[config.mk]
export PLATFORM = sky130hd
export DESIGN_NAME = crc_accel_top
export DESIGN_NICKNAME = d
export VERILOG_FILES = /design/src/rtl/crc_pkg.sv /design/src/rtl/crc_bit_engine.sv /design/src/rtl/axil_crc_regs.sv /design/src/rtl/crc_accel_top.sv
export SDC_FILE = /design/constraint.sdc
export NUM_CORES = 1
export LEC_CHECK = 0
export BUFFER_PORTS_ARGS = -buffer_cell sky130_fd_sc_hd__buf_2
export CORE_MARGIN = 3
export CORE_UTILIZATION = 50
export DETAILED_ROUTE_END_ITERATION = 8
export PLACE_DENSITY = 0.8
export SYNTH_ARGS = -nofsm -noshare
export SYNTH_HDL_FRONTEND = slang
export SYNTH_SLANG_ARGS = --single-unit
[constraint.sdc]
create_clock -name clk -period 2.6 [get_ports clk]
set_clock_uncertainty 0.2 [all_clocks]
set_input_delay 0.13 -clock clk [delete_from_list [all_inputs] [get_ports clk]]
set_output_delay 0.13 -clock clk [all_outputs]
set_load 0.03 [all_outputs]
[src/rtl/crc_pkg.sv]
// shared constants for the CRC-16 accelerator, imported by every RTL module
package crc_pkg;

    // checksum
    localparam int crc_width = 16;

    // CCITT generator, MSB-first shift with LSB-first data bits
    localparam logic [crc_width-1:0] crc_poly = 16'h1021;

    // value after reset and after a CTRL init
    localparam logic [crc_width-1:0] crc_seed = 16'hFFFF;

    localparam int byte_width = 8;

    // AXI4-Lite slave port
    localparam int axil_addr_width = 4;
    localparam int axil_data_width = 32;

    // register map, byte offsets

    // bit 0 set on write re-seeds the checksum
    localparam logic [axil_addr_width-1:0] reg_ctrl = 4'h0;

    // low byte of write data goes to the engine
    localparam logic [axil_addr_width-1:0] reg_data = 4'h4;

    // read only, checksum in bits 15:0
    localparam logic [axil_addr_width-1:0] reg_crc = 4'h8;

    // read only, bit 0 is busy
    localparam logic [axil_addr_width-1:0] reg_status = 4'hC;

endpackage

[src/rtl/crc_bit_engine.sv]
// bit-serial CRC-16 engine, folds one byte per start pulse over eight clocks
`timescale 1ns/1ps

module crc_bit_engine (
    input  logic                           clk,
    input  logic                           rst,
    input  logic                           init,
    input  logic                           start,
    input  logic [crc_pkg::byte_width-1:0] data,
    output logic                           ready,
    output logic [crc_pkg::crc_width-1:0]  crc,
    output logic                           done
);
    import crc_pkg::*;

    // running value while a byte is being shifted in
    logic [crc_width-1:0]  work;
    logic [crc_width-1:0]  work_next;
    logic [byte_width-1:0] byte_q;
    logic [2:0]            bit_cnt;
    logic                  busy;

    // one step of the shift register for a single entering bit
    function automatic logic [crc_width-1:0] crc_step(
        input logic [crc_width-1:0] cur,
        input logic                 din
    );
        logic [crc_width-1:0] shifted;
        shifted = {cur[crc_width-2:0], 1'b0};
        if ((din ^ cur[crc_width-1]) == 1'b1) begin
            crc_step = shifted ^ crc_poly;
        end else begin
            crc_step = shifted;
        end
    endfunction

    // lsb of the byte enters first
    always_comb begin
        work_next = crc_step(work, byte_q[bit_cnt]);
    end

    assign ready = !busy;

    always_ff @(posedge clk or posedge rst) begin
        if (rst) begin
            busy    <= 1'b0;
            bit_cnt <= '0;
            done    <= 1'b0;
            crc     <= crc_seed;
        end else begin
            done <= 1'b0;
            if (init) begin
                crc <= crc_seed;
            end else if (start) begin
                busy    <= 1'b1;
                bit_cnt <= '0;
            end else if (busy) begin
                if (bit_cnt == 3'(byte_width - 1)) begin
                    // last bit goes straight into the committed value
                    crc  <= work_next;
                    busy <= 1'b0;
                    done <= 1'b1;
                end else begin
                    bit_cnt <= bit_cnt + 3'd1;
                end
            end
        end
    end

    // working copy starts from the committed checksum
    always_ff @(posedge clk) begin
        if (start) begin
            work   <= crc;
            byte_q <= data;
        end else if (busy) begin
            work <= work_next;
        end
    end

    // the register block must hold off requests while a byte is in flight
    a_req_when_ready : assert property (
        @(posedge clk) disable iff (rst)
        (start || init) |-> ready
    );

    // back-to-back bytes still leave a gap of eight clocks
    a_done_single : assert property (
        @(posedge clk) disable iff (rst)
        done |=> !done
    );

endmodule

[src/rtl/axil_crc_regs.sv]
// AXI4-Lite register block, decodes CTRL/DATA/CRC/STATUS and paces bytes into the engine
`timescale 1ns/1ps

module axil_crc_regs (
    input  logic                                clk,
    input  logic                                rst,
    // write address
    input  logic [crc_pkg::axil_addr_width-1:0] awaddr,
    input  logic                                awvalid,
    output logic                                awready,
    // write data
    input  logic [crc_pkg::axil_data_width-1:0] wdata,
    input  logic                                wvalid,
    output logic                                wready,
    // write response
    output logic [1:0]                          bresp,
    output logic                                bvalid,
    input  logic                                bready,
    // read address
    input  logic [crc_pkg::axil_addr_width-1:0] araddr,
    input  logic                                arvalid,
    output logic                                arready,
    // read data
    output logic [crc_pkg::axil_data_width-1:0] rdata,
    output logic [1:0]                          rresp,
    output logic                                rvalid,
    input  logic                                rready,
    // engine side
    output logic                                init,
    output logic                                start,
    output logic [crc_pkg::byte_width-1:0]      data,
    input  logic                                ready,
    input  logic [crc_pkg::crc_width-1:0]       crc
);
    import crc_pkg::*;

    logic                       wr_req;
    logic                       wr_ctrl;
    logic                       wr_data;
    logic                       wr_accept;
    logic                       rd_accept;
    logic [axil_data_width-1:0] rd_word;

    // address and data must arrive together, one response outstanding at most
    assign wr_req  = awvalid && wvalid && !bvalid;
    assign wr_ctrl = (awaddr == reg_ctrl);
    assign wr_data = (awaddr == reg_data);

    // CTRL and DATA touch the engine and wait for it to go idle
    assign wr_accept = wr_req && (ready || !(wr_ctrl || wr_data));

    assign awready = wr_accept;
    assign wready  = wr_accept;

    // pulses last exactly the accepting cycle
    assign init  = wr_accept && wr_ctrl && wdata[0];
    assign start = wr_accept && wr_data;
    assign data  = wdata[byte_width-1:0];

    // always OKAY
    assign bresp = 2'b00;
    assign rresp = 2'b00;

    always_ff @(posedge clk or posedge rst) begin
        if (rst) begin
            bvalid <= 1'b0;
        end else if (wr_accept) begin
            bvalid <= 1'b1;
        end else if (bready) begin
            bvalid <= 1'b0;
        end
    end

    // reads never wait on the engine
    assign rd_accept = arvalid && !rvalid;
    assign arready   = rd_accept;

    always_comb begin
        rd_word = '0;
        case (araddr)
            reg_crc: begin
                rd_word[crc_width-1:0] = crc;
            end
            reg_status: begin
                rd_word[0] = !ready;
            end
            default: begin
                rd_word = '0;
            end
        endcase
    end

    always_ff @(posedge clk or posedge rst) begin
        if (rst) begin
            rvalid <= 1'b0;
        end else if (rd_accept) begin
            rvalid <= 1'b1;
        end else if (rready) begin
            rvalid <= 1'b0;
        end
    end

    // sampled at the address handshake, held while rvalid waits
    always_ff @(posedge clk) begin
        if (rd_accept) begin
            rdata <= rd_word;
        end
    end

    a_bvalid_hold : assert property (
        @(posedge clk) disable iff (rst)
        (bvalid && !bready) |=> bvalid
    );

    a_rvalid_hold : assert property (
        @(posedge clk) disable iff (rst)
        (rvalid && !rready) |=> rvalid
    );

endmodule

[src/rtl/crc_accel_top.sv]
// top level of the CRC-16 accelerator, AXI4-Lite slave in front of the bit engine
`timescale 1ns/1ps

module crc_accel_top (
    input  logic                                clk,
    input  logic                                rst,
    input  logic [crc_pkg::axil_addr_width-1:0] awaddr,
    input  logic                                awvalid,
    output logic                                awready,
    input  logic [crc_pkg::axil_data_width-1:0] wdata,
    input  logic                                wvalid,
    output logic                                wready,
    output logic [1:0]                          bresp,
    output logic                                bvalid,
    input  logic                                bready,
    input  logic [crc_pkg::axil_addr_width-1:0] araddr,
    input  logic                                arvalid,
    output logic                                arready,
    output logic [crc_pkg::axil_data_width-1:0] rdata,
    output logic [1:0]                          rresp,
    output logic                                rvalid,
    input  logic                                rready
);
    import crc_pkg::*;

    logic                  init;
    logic                  start;
    logic [byte_width-1:0] data;
    logic                  ready;
    logic [crc_width-1:0]  crc;
    // byte-complete strobe, visible for debug
    logic                  done;

    axil_crc_regs regs (
        .clk     (clk),
        .rst     (rst),
        .awaddr  (awaddr),
        .awvalid (awvalid),
        .awready (awready),
        .wdata   (wdata),
        .wvalid  (wvalid),
        .wready  (wready),
        .bresp   (bresp),
        .bvalid  (bvalid),
        .bready  (bready),
        .araddr  (araddr),
        .arvalid (arvalid),
        .arready (arready),
        .rdata   (rdata),
        .rresp   (rresp),
        .rvalid  (rvalid),
        .rready  (rready),
        .init    (init),
        .start   (start),
        .data    (data),
        .ready   (ready),
        .crc     (crc)
    );

    crc_bit_engine engine (
        .clk   (clk),
        .rst   (rst),
        .init  (init),
        .start (start),
        .data  (data),
        .ready (ready),
        .crc   (crc),
        .done  (done)
    );

endmodule

# ---- Word level (Yosys, flattened, before mapping)
# Index checks and enable logic that the tools add are counted.
dict set report classes {
  bitwise_logic 3
  shifts 0
  div 0
  add_sub_neg 1
  mux 20
  n_eq_ne 6
  n_reduce_logical 21
  mul 0
  order_cmp 1
}
# cell count
set ops {}
lappend ops {{two-way mux 16 bit} 6}
lappend ops {{two-way mux 13 bit} 1}
lappend ops {{nonzero test 2 bit} 5}
lappend ops {{two-way mux 3 bit} 3}
lappend ops {{== test 4 bit, second input constant} 2}
lappend ops {{two-way mux 1 bit} 8}
lappend ops {{logical AND 1 bit} 7}
lappend ops {{AND reduction 3 bit} 2}
lappend ops {{== test 4 x 3 -> 1 bit, second input constant} 1}
lappend ops {{zero test 1 bit} 4}
lappend ops {{zero test 4 bit} 1}
lappend ops {{< comparator 3 x 4 -> 1 bit, second input constant} 1}
lappend ops {{inequality test 2 x 1 -> 1 bit, second input constant} 2}
lappend ops {{adder 3 x 1 -> 3 bit, second input constant} 1}
lappend ops {{binary-select mux 1 bit (select 3 bit)} 1}
lappend ops {{== test 3 bit, second input constant} 1}
lappend ops {{NOT 3 bit} 1}
lappend ops {{logical OR 1 bit} 2}
lappend ops {{one-hot mux 1 bit (2 select lines)} 1}
lappend ops {{NOT 1 bit} 1}
lappend ops {{XOR 1 bit} 1}
dict set report totals {
  elab_cells 61
  ramBits 0
  latchBits 0
  romBits 0
  memories 0
  ff_bits 62
  inputBits 47
}

# ---- Depth between registers and ports, before layout
# Gate-level depths: netlist of run 1.
dict set report depth {
  ltp_word 9
  mapped_depth 6
}

# ---- By module
# Synthesis of run 1 repeated with hierarchy kept, for this count alone.
dict set report hier_totals {
  cells_unflattened 237
  area_unflattened_um2 3031.7
}
# module n_inst area_per_inst_um2 cells_each
set by_module_without_submodules {}
lappend by_module_without_submodules {crc_bit_engine 1 2025.7 154}
lappend by_module_without_submodules {axil_crc_regs 1 1006.0 83}

# ---- Least setup slack after synthesis of run 1
# OpenSTA, ideal clock, no wires.
dict set report synth_timing {
  path_kind {flip-flop to flip-flop}
  from {register regs.rvalid}
  to {register regs.rdata[0] in the netlist's numbering, enable pin}
  stages_incl_launch_ff 2
  setup_slack_ns 0.313
  path_buffers 0
  arrival_ns 1.678
  setup_ns 0.409
  t_required_ns 1.991
  cell_sequence {dfrtp_1 -> nor2b_1}
}
dict set report synth_between {
  elab_chain_cells 2
}
# element line_no
set synth_lines {}
lappend synth_lines {{start, declared} axil_crc_regs.sv:26} ;# output logic rvalid,
lappend synth_lines {{start signal, assigned} axil_crc_regs.sv:95} ;# rvalid <= 1'b0;
lappend synth_lines {{start signal, assigned} axil_crc_regs.sv:97} ;# rvalid <= 1'b1;
lappend synth_lines {{start signal, assigned} axil_crc_regs.sv:99} ;# rvalid <= 1'b0;
lappend synth_lines {{zero test 1 bit} axil_crc_regs.sv:75} ;# assign rd_accept = arvalid && !rvalid;
lappend synth_lines {{logical AND 1 bit} axil_crc_regs.sv:75}
lappend synth_lines {{named net arready} crc_accel_top.sv:18} ;# output logic arready,
lappend synth_lines {{end signal, assigned} axil_crc_regs.sv:106} ;# rdata <= rd_word;
lappend synth_lines {{end, declared} axil_crc_regs.sv:24} ;# output logic [crc_pkg::axil_data_width-1:0] rdata,
# The timed path passes the listed nets, and every way through them passes these cells.
# A chain may end at the register's enable or synchronous reset.

# ---- Final worst setup path of run 1
dict set report layout_timing {
  from {register engine.bit_cnt[1]}
  to {register engine.work[12] (data pin)}
}
dict set report layout_between {
  elab_chain_cells 6
}
# element line_no
set layout_lines {}
lappend layout_lines {{start, declared} crc_bit_engine.sv:20} ;# logic [2:0] bit_cnt;
lappend layout_lines {{start signal, assigned} crc_bit_engine.sv:64} ;# bit_cnt <= bit_cnt + 3'd1;
lappend layout_lines {{binary-select mux 1 bit (select 3 bit)} crc_bit_engine.sv:39} ;# work_next = crc_step(work, byte_q[bit_cnt]);
lappend layout_lines {{two-way mux 1 bit (implied by the code)} crc_bit_engine.sv:39}
lappend layout_lines {{XOR 1 bit} crc_bit_engine.sv:30} ;# if ((din ^ cur[crc_width-1]) == 1'b1) begin
lappend layout_lines {{two-way mux 13 bit} crc_bit_engine.sv:30}
lappend layout_lines {{two-way mux 16 bit} crc_bit_engine.sv:75} ;# end else if (busy) begin
lappend layout_lines {{two-way mux 16 bit} crc_bit_engine.sv:72} ;# if (start) begin
lappend layout_lines {{end signal, assigned} crc_bit_engine.sv:73} ;# work <= crc;
lappend layout_lines {{end signal, assigned} crc_bit_engine.sv:76} ;# work <= work_next;
lappend layout_lines {{end, declared} crc_bit_engine.sv:17} ;# logic [crc_width-1:0] work;
# No other way between the ends. The select of a mux whose other input is x is not followed.

==> impl_metrics.csv, run 1 <==
group,metric,value,unit
status,status,"completed",
yosys,ys_warn_count,0,
yosys,synthCells,177,
grt,grt_use_total,0.151,
layout,fin_util,0.639,
sta,tightest_slew,0.864,ns
pwr,p_int,2.28,mW
setup_path,crit_buf_inv,0,
sta,period_minus_slack,2.20,ns
floorplan,ios,88,
sta,setup_viol,0,
floorplan,initial_core_util,0.524,
sta,timing.hold.ws,0.122,ns
clock_network,cts_tree,"done",
grt,grt_overflow,0,
pwr,leakage,1.38,nW
yosys,syn-cell-area,2710,sq um
floorplan,rows,26,
setup_path,path_max_fanout,4,
grt,use_met3,0.0632,
setup_path,rrSetupSlack,0.40,ns
layout,drive_above_1_share,0.386,
placed_design,dp_hpwl,2800,um
floorplan,fp.dieH,79.6,um
grt,grt_pass1_vias,1509,
clock_network,clkSinkCount,62,
floorplan,coreArea,5170,sq um
worst_hold_path,min_path_type,"input pin to flop",
placed_design,place.port_buffers,43,
setup_path,cp.arrival,2.09,ns
clock_network,hold_buffers,15,
setup_path,crit_chain,"mux4_1 > mux2_4 > xnor2_2 > mux2_2",
grt,grt_pass1_wl,6960,um
setup_path,r2r_start,"engine.bit_cnt[1]",
clock_network,cts_buffer_depth,2,
yosys,synth_cell_type_count,31,
routing,firstDrtPassIters,4,
pwr,seq_power_share,0.504,
floorplan,die_w,79.6,um
pwr,peakVddDrop,0.000584,V
setup_path,cp_slowest_cell,"mux4_1",
setup_path,cp_top_family,"multiplexers",
clock_network,htreeDepth,3,
grt,antenna_found_initial,0,
pwr,p_per_area,938,nW/um^2
routing,drcViolationCount,0,
sta,layout_worst_path_cycle_share,0.847,
routing,dr.first_iter.drc_count,63,
sta,rsz0062_at_grt,"false",
clock_network,cts_setup_buffers,0,
sta,hold_viol,0,
grt,grt_max_degree,23,
routing,wl,4280,um
yosys,ys_ff_latch,62,
pwr,p_sw,823,uW
sta,setup_tns,0,ns
setup_path,required,2.49,ns
clock_network,insertion_delay,0.34,ns
pwr,sw_frac_of_total,0.266,
routing,ant_nets,0,
routing,via_per_inst,4.80,
yosys,synth_seq_area_share,0.653,
clock_network,cts-root-buf,"clkbuf_8",
grt,use_met2,0.228,
grt,use_met1,0.184,
layout,num-fill-cells,386,
pwr,pwr-share-comb,0.204,
setup_path,max_stage_delay,0.58,ns
grt,grt_busiest_layer,"met2",
clock_network,numCtsBuffers,9,
worst_hold_path,whs_path_depth,4,
layout,syn_to_final_growth,21.9,%
setup_path,critical_path_class,"flop to flop",
placed_design,place.gp.congestion,0.670,
routing,route.vias.total,1531,
layout,final_nets,293,
yosys,synth.avg_cell_area,15.3,sq um
flow_run,maxCapViolCount,0,
pwr,pwr-share-clk,0.291,
worst_hold_path,hp-start,"awaddr[2]",
routing,wl_per_cell,13.4,um
layout,n_antenna_cell,0,
sta,fmax,0.454,GHz
clock_network,path_clk_slew,0.06,ns
floorplan,dieArea,6340,sq um
setup_path,reg2regPathDepth,4,
clock_network,cts_resized,0,
setup_path,critPathCaptureType,"flop",
sta,relSlewSlack,0.423,
sta,slew_viol_final,0,
worst_hold_path,min_to,"engine.crc[0]",
setup_path,r2r_end,"engine.work[12]",
setup_path,start_kind,"flop",
through the flow:
stage	std cells	power (mW)	worst slack, ns	cell area (sq um)
after floorplan	196	2.05	0.313	2780
after global placement	288	2.15	0.407	2940
after CTS	319	3.13	0.387	3300
after global routing	319	3.27	0.344	3300
after detailed placement	288	2.20	0.406	2940
final	319	3.10	0.398	3300
metal layers:
| metal | share of wire | vias to the layer above |
|---|---|---|
| met4 | 0.021 | 0 |
| met1 | 0.43 | 730 |
| met5 | 0 | - |
| met3 | 0.079 | 9 |
| met2 | 0.47 | 56 |
| li1 | - | 736 |
cell type report:
| class | count | area, sq um | share of cell area |
|---|---|---|---|
| Multi-Input combinational cell | 103 | 810 | 0.245 |
| Inverter | 5 | 18.8 | 0.00568 |
| Clock buffer | 11 | 141 | 0.0428 |
| Clock inverter | 5 | 72.6 | 0.0220 |
| Tap cell | 70 | 87.6 | 0.0265 |
| Timing Repair Buffer | 63 | 403 | 0.122 |
| Sequential cell | 62 | 1770 | 0.536 |
tightest hold or removal path, cell delays in order:
cell	delay (ns)
buf_2	0.11
o41ai_4	0.07
buf_4	0.19
a2bb2oi_1	0.14
power by group through the flow:
stage	registers [mW]	logic, mW	clock network [mW]
after global placement	1.56	0.595	0
after detailed placement	1.58	0.620	0
after floorplan	1.56	0.490	0
final	1.56	0.632	0.904
after global routing	1.59	0.694	0.980
after CTS	1.57	0.642	0.924
worst max-delay path by stage:
stage                      startpoint               to  slack, ns  depth (start not counted)
finish              engine.bit_cnt[1]  engine.work[12]       0.40                          4
global route        engine.bit_cnt[1]   engine.work[5]       0.34                          4
CTS                 engine.bit_cnt[1]   engine.work[5]       0.39                          4
detailed placement  engine.bit_cnt[1]   engine.work[5]       0.41                          4
global placement    engine.bit_cnt[1]   engine.work[5]       0.41                          4
floorplan                 regs.rvalid    regs.rdata[0]       0.31                          1
cell usage in the layout, fill, tap and decap left out, types with 2 or more instances in the layout:
cell,count
mux4_1,2
dfstp_2,16
mux2_2,14
ha_1,2
xnor2_1,4
a21oi_1,2
buf_4,5
dfrtp_1,6
inv_1,5
nand2_1,3
clkinv_1,2
and2_1,15
xnor2_2,2
buf_2,43
clkbuf_8,10
nor2b_1,2
edfxtp_1,40
dlygate4sd3_1,15
mux2i_1,3
bufinv_16,2
o22a_1,15
conb_1,20
nor2_1,8
synthesized netlist by cell type (all sizes together):
master | count | area share
conb | 1 | 0.0014
and2 | 15 | 0.035
mux2 | 16 | 0.068
mux4 | 2 | 0.019
a21o | 1 | 0.0028
a2bb2oi | 1 | 0.0032
edfxtp | 40 | 0.44
a21oi | 2 | 0.0037
o41ai | 1 | 0.010
buf | 24 | 0.065
or2 | 1 | 0.0023
a21boi | 1 | 0.0028
xnor2 | 6 | 0.025
inv | 5 | 0.0069
o22a | 15 | 0.048
dfrtp | 6 | 0.055
mux2i | 3 | 0.011
nor2 | 8 | 0.011
nor3 | 1 | 0.0018
nand2 | 3 | 0.0042
nor2b | 2 | 0.0046
and3b | 1 | 0.0032
clkbuf | 2 | 0.0028
nand2b | 1 | 0.0023
dfstp | 16 | 0.16
ha | 2 | 0.0092
nand4b | 1 | 0.0032
kinds of logic (layout without fill, tap and decap cells):
family                   after synthesis  count (layout)  share of synthesized area
multiplexers                          21              21                     0.0983
AND/OR/NAND/NOR                       33              33                     0.0674
XOR/XNOR                               6               6                     0.0249
buffers and inverters                 31              84                     0.0743
AO/OA/AOI/OAI                         21              21                     0.0711
adder cells (fa/ha/maj)                2               2                    0.00923
other                                  1              20                    0.00138
flip-flops                            62              62                      0.653
flip-flops by register name, summed over array words and instances, names as in the netlist:
signal,count
engine.crc,16
engine.busy,1
regs.rvalid,1
engine.bit_cnt,3
engine.work,16
regs.bvalid,1
engine.byte_q,8
regs.rdata,16
Note: power is estimated with default switching activity, not from simulation.
==> run 2: changes to the inputs <==
--- a/config.mk
+++ b/config.mk
@@ -5,11 +5,12 @@
 export SDC_FILE = /design/constraint.sdc
 export NUM_CORES = 1
 export LEC_CHECK = 0
+export ABC_AREA = 1
 export BUFFER_PORTS_ARGS = -buffer_cell sky130_fd_sc_hd__buf_2
 export CORE_MARGIN = 3
-export CORE_UTILIZATION = 50
+export CORE_UTILIZATION = 51
 export DETAILED_ROUTE_END_ITERATION = 8
-export PLACE_DENSITY = 0.8
+export PLACE_DENSITY = 0.81
 export SYNTH_ARGS = -nofsm -noshare
 export SYNTH_HDL_FRONTEND = slang
 export SYNTH_SLANG_ARGS = --single-unit
==> constraint.sdc (replaced) <==
create_clock -name clk -period 2.25 [get_ports clk]
set_clock_uncertainty 0.2 [all_clocks]
set_input_delay 0.1125 -clock clk [delete_from_list [all_inputs] [get_ports clk]]
set_output_delay 0.1125 -clock clk [all_outputs]
set_load 0.03 [all_outputs]
==> run 2 against run 1 <==
- total power increased by 29%
- wire length rose by 24%
- global-route usage grew 3.3 points
- flip-flop and latch count is the same
- sequential share of layout area down 1.9 points
- worst setup slack gained 0.017 ns
- critical path depth is 2 higher
- register-to-register slack improved by 0.02 ns
- core utilization grew 1.9 points
- sequential power rose by 13%
- via count up 27%
==> impl_metrics.csv, run 2 <==
group,metric,value,unit
status,status,"completed",
flow_run,maxCapViolCount,0,
yosys,synthTopCellsByArea,"edfxtp_1 (43%), dfstp_2 (15%), buf_4 (5.9%)",
worst_hold_path,whs_path_depth,3,
clock_network,cts_setup_buffers,0,
grt,grt_max_degree,27,
layout,final_nets,376,
sta,setup_tns,0,ns
yosys,synth_top_area_frac,0.429,
setup_path,r2r_end,"engine.work[12]",
placed_design,place.port_buffers,43,
clock_network,htreeDepth,3,
clock_network,insertion_delay,0.33,ns
pwr,sw_frac_of_total,0.303,
sta,layout_worst_path_cycle_share,0.816,
setup_path,r2r_start,"engine.busy",
floorplan,rows,26,
sta,slew_viol_final,0,
yosys,synth_cell_type_count,24,
yosys,synth.avg_cell_area,10.8,sq um
yosys,ys_warn_count,0,
setup_path,path_max_fanout,26,
pwr,pwr-share-comb,0.235,
yosys,synthTopCellsByCount,"edfxtp_1 (40), nand2_1 (37), inv_1 (33)",
grt,antenna_found_initial,0,
clock_network,numCtsBuffers,9,
setup_path,reg2regPathDepth,6,
yosys,synth_seq_area_share,0.633,
pwr,p_sw,1.21,mW
clock_network,path_clk_slew,0.07,ns
sta,hold_viol,0,
yosys,yosysMostFrequentCell,"edfxtp_1",
pwr,seq_power_share,0.442,
routing,via_per_inst,4.84,
yosys,synthArstFlopShare,0.355,
clock_network,cts-root-buf,"clkbuf_8",
yosys,synthCells,259,
pwr,leakage,1.64,nW
clock_network,cts_tree,"done",
setup_path,cp_slowest_cell,"dfrtp_1",
pwr,p_per_area,1170,nW/um^2
setup_path,cp.arrival,1.73,ns
grt,grt_pass1_vias,1960,
yosys,dominantRegCellSynth,"edfxtp_1",
grt,grt_use_total,0.184,
yosys,syn-cell-area,2800,sq um
floorplan,die_w,80.1,um
sta,setup_viol,0,
routing,drcViolationCount,0,
layout,fin_util,0.658,
setup_path,max_stage_delay,0.42,ns
floorplan,fp.dieH,80.1,um
layout,n_antenna_cell,0,
grt,grt_overflow,0,
layout,final_cell_mix,"buf_2 (43), edfxtp_1 (40), nand2_1 (37)",
sta,rsz0062_at_grt,"false",
sta,setup_ws,0.415,ns
pwr,pwr-share-clk,0.323,
sta,relSlewSlack,0.533,
sta,timing.hold.ws,0.000745,ns
clock_network,cts_buffer_depth,2,
setup_path,rrSetupSlack,0.42,ns
sta,fmax,0.545,GHz
layout,num-fill-cells,381,
pwr,p_int,2.79,mW
floorplan,dieArea,6420,sq um
layout,top_regs,"engine.crc: 16 flops, engine.work: 16 flops, regs.rdata: 16 flops",
worst_hold_path,min_path_type,"input pin to flop",
placed_design,dp_slack,0.460,ns
yosys,synth_area_leader_cell,"edfxtp_1",
routing,dr.first_iter.drc_count,187,
layout,fin_area,3430,sq um
clock_network,clkSinkCount,62,
yosys,ys_ff_latch,62,
layout,syn_to_final_growth,22.3,%
routing,wl_per_cell,13.2,um
routing,firstDrtPassIters,4,
grt,grt_pass1_wl,8870,um
placed_design,place.gp.congestion,0.821,
pwr,peakVddDrop,0.000484,V
floorplan,initial_core_util,0.538,
setup_path,start_kind,"flop",
sta,tightest_slew,0.699,ns
floorplan,ios,88,
yosys,synth_edf_count,40,
placed_design,placed_cell_area,3020,sq um
layout,drive_above_1_share,0.307,
routing,wl,5300,um
setup_path,crit_chain,"nand3_1 > nand2_1 > or2_1 > buf_4 > nand3_1 > nand2_1",
setup_path,critPathCaptureType,"flop",
worst_hold_path,min_to,"regs.rdata[0]",
layout,layout_commonest_cell,"buf_2",
floorplan,coreArea,5200,sq um
placed_design,dp_hpwl,3540,um
worst_hold_path,hp-start,"araddr[2]",
sta,period_minus_slack,1.83,ns
setup_path,required,2.14,ns
setup_path,critical_path_class,"flop to flop",
routing,ant_nets,0,
routing,route.vias.total,1947,
==> run 2: worst max-delay path by stage <==
stage	endpoint	cells past startpoint	from
floorplan	engine.work[0]	6	regs.bvalid
finish	engine.work[12]	6	engine.busy
global placement	engine.work[12]	6	regs.bvalid
CTS	engine.crc[0]	7	engine.bit_cnt[0]
global route	engine.crc[0]	7	engine.bit_cnt[0]
detailed placement	engine.crc[0]	7	engine.bit_cnt[0]
==> run 2: stage by stage <==
stage	cells	total power, mW
4_1_cts	402	4.01
2_1_floorplan	278	2.47
6_report	402	4.01
3_3_place_gp	372	2.63
3_5_place_dp	372	2.70
5_1_grt	402	4.24
==> run 2: critical path, delay by kind of cell (launching register included) <==
| kind | cells | cell delay [ns] |
|---|---|---|
| AND/OR/NAND/NOR | 5 | 0.71 |
| flip-flops | 1 | 0.42 |
| buffers and inverters | 1 | 0.26 |
==> run 2: power by group through the flow <==
stage	registers [mW]	logic [mW]	clock network [mW]
after floorplan	1.81	0.665	0
after global placement	1.78	0.859	0
after detailed placement	1.79	0.907	0
after CTS	1.77	0.942	1.30
after global routing	1.81	1.07	1.36
final	1.77	0.943	1.29
==> run 2: cell type report <==
cell class / count / area, sq um / share of cell area
Sequential cell: 62 / 1770 / 0.517
Multi-Input combinational cell: 153 / 743 / 0.217
Timing Repair Buffer: 66 / 423 / 0.123
Clock inverter: 7 / 145 / 0.0424
Inverter: 35 / 131 / 0.0383
Clock buffer: 9 / 124 / 0.0362
Tap cell: 70 / 87.6 / 0.0256
==> run 2: kinds of logic after synthesis <==
| logic type | Yosys count | synth area share |
|---|---|---|
| AND/OR/NAND/NOR | 94 | 0.141 |
| adder cells (fa/ha/maj) | 2 | 0.00894 |
| AO/OA/AOI/OAI | 37 | 0.0889 |
| buffers and inverters | 63 | 0.127 |
| other | 1 | 0.00134 |
| flip-flops | 62 | 0.633 |
==> run 2: what timing repair did <==
| item | 4_1_cts | 5_1_grt |
|---|---|---|
| hold buffers | 14 | 0 |
| hold endpoints to repair | 17 | 0 |
| gates resized for setup | 0 | 0 |
==> run 2: routing by layer <==
layer,part of all wire,GRT usage
met1,0.40,0.230
met4,0.021,0.0845
met3,0.061,0.0426
met2,0.52,0.303
met5,0,0
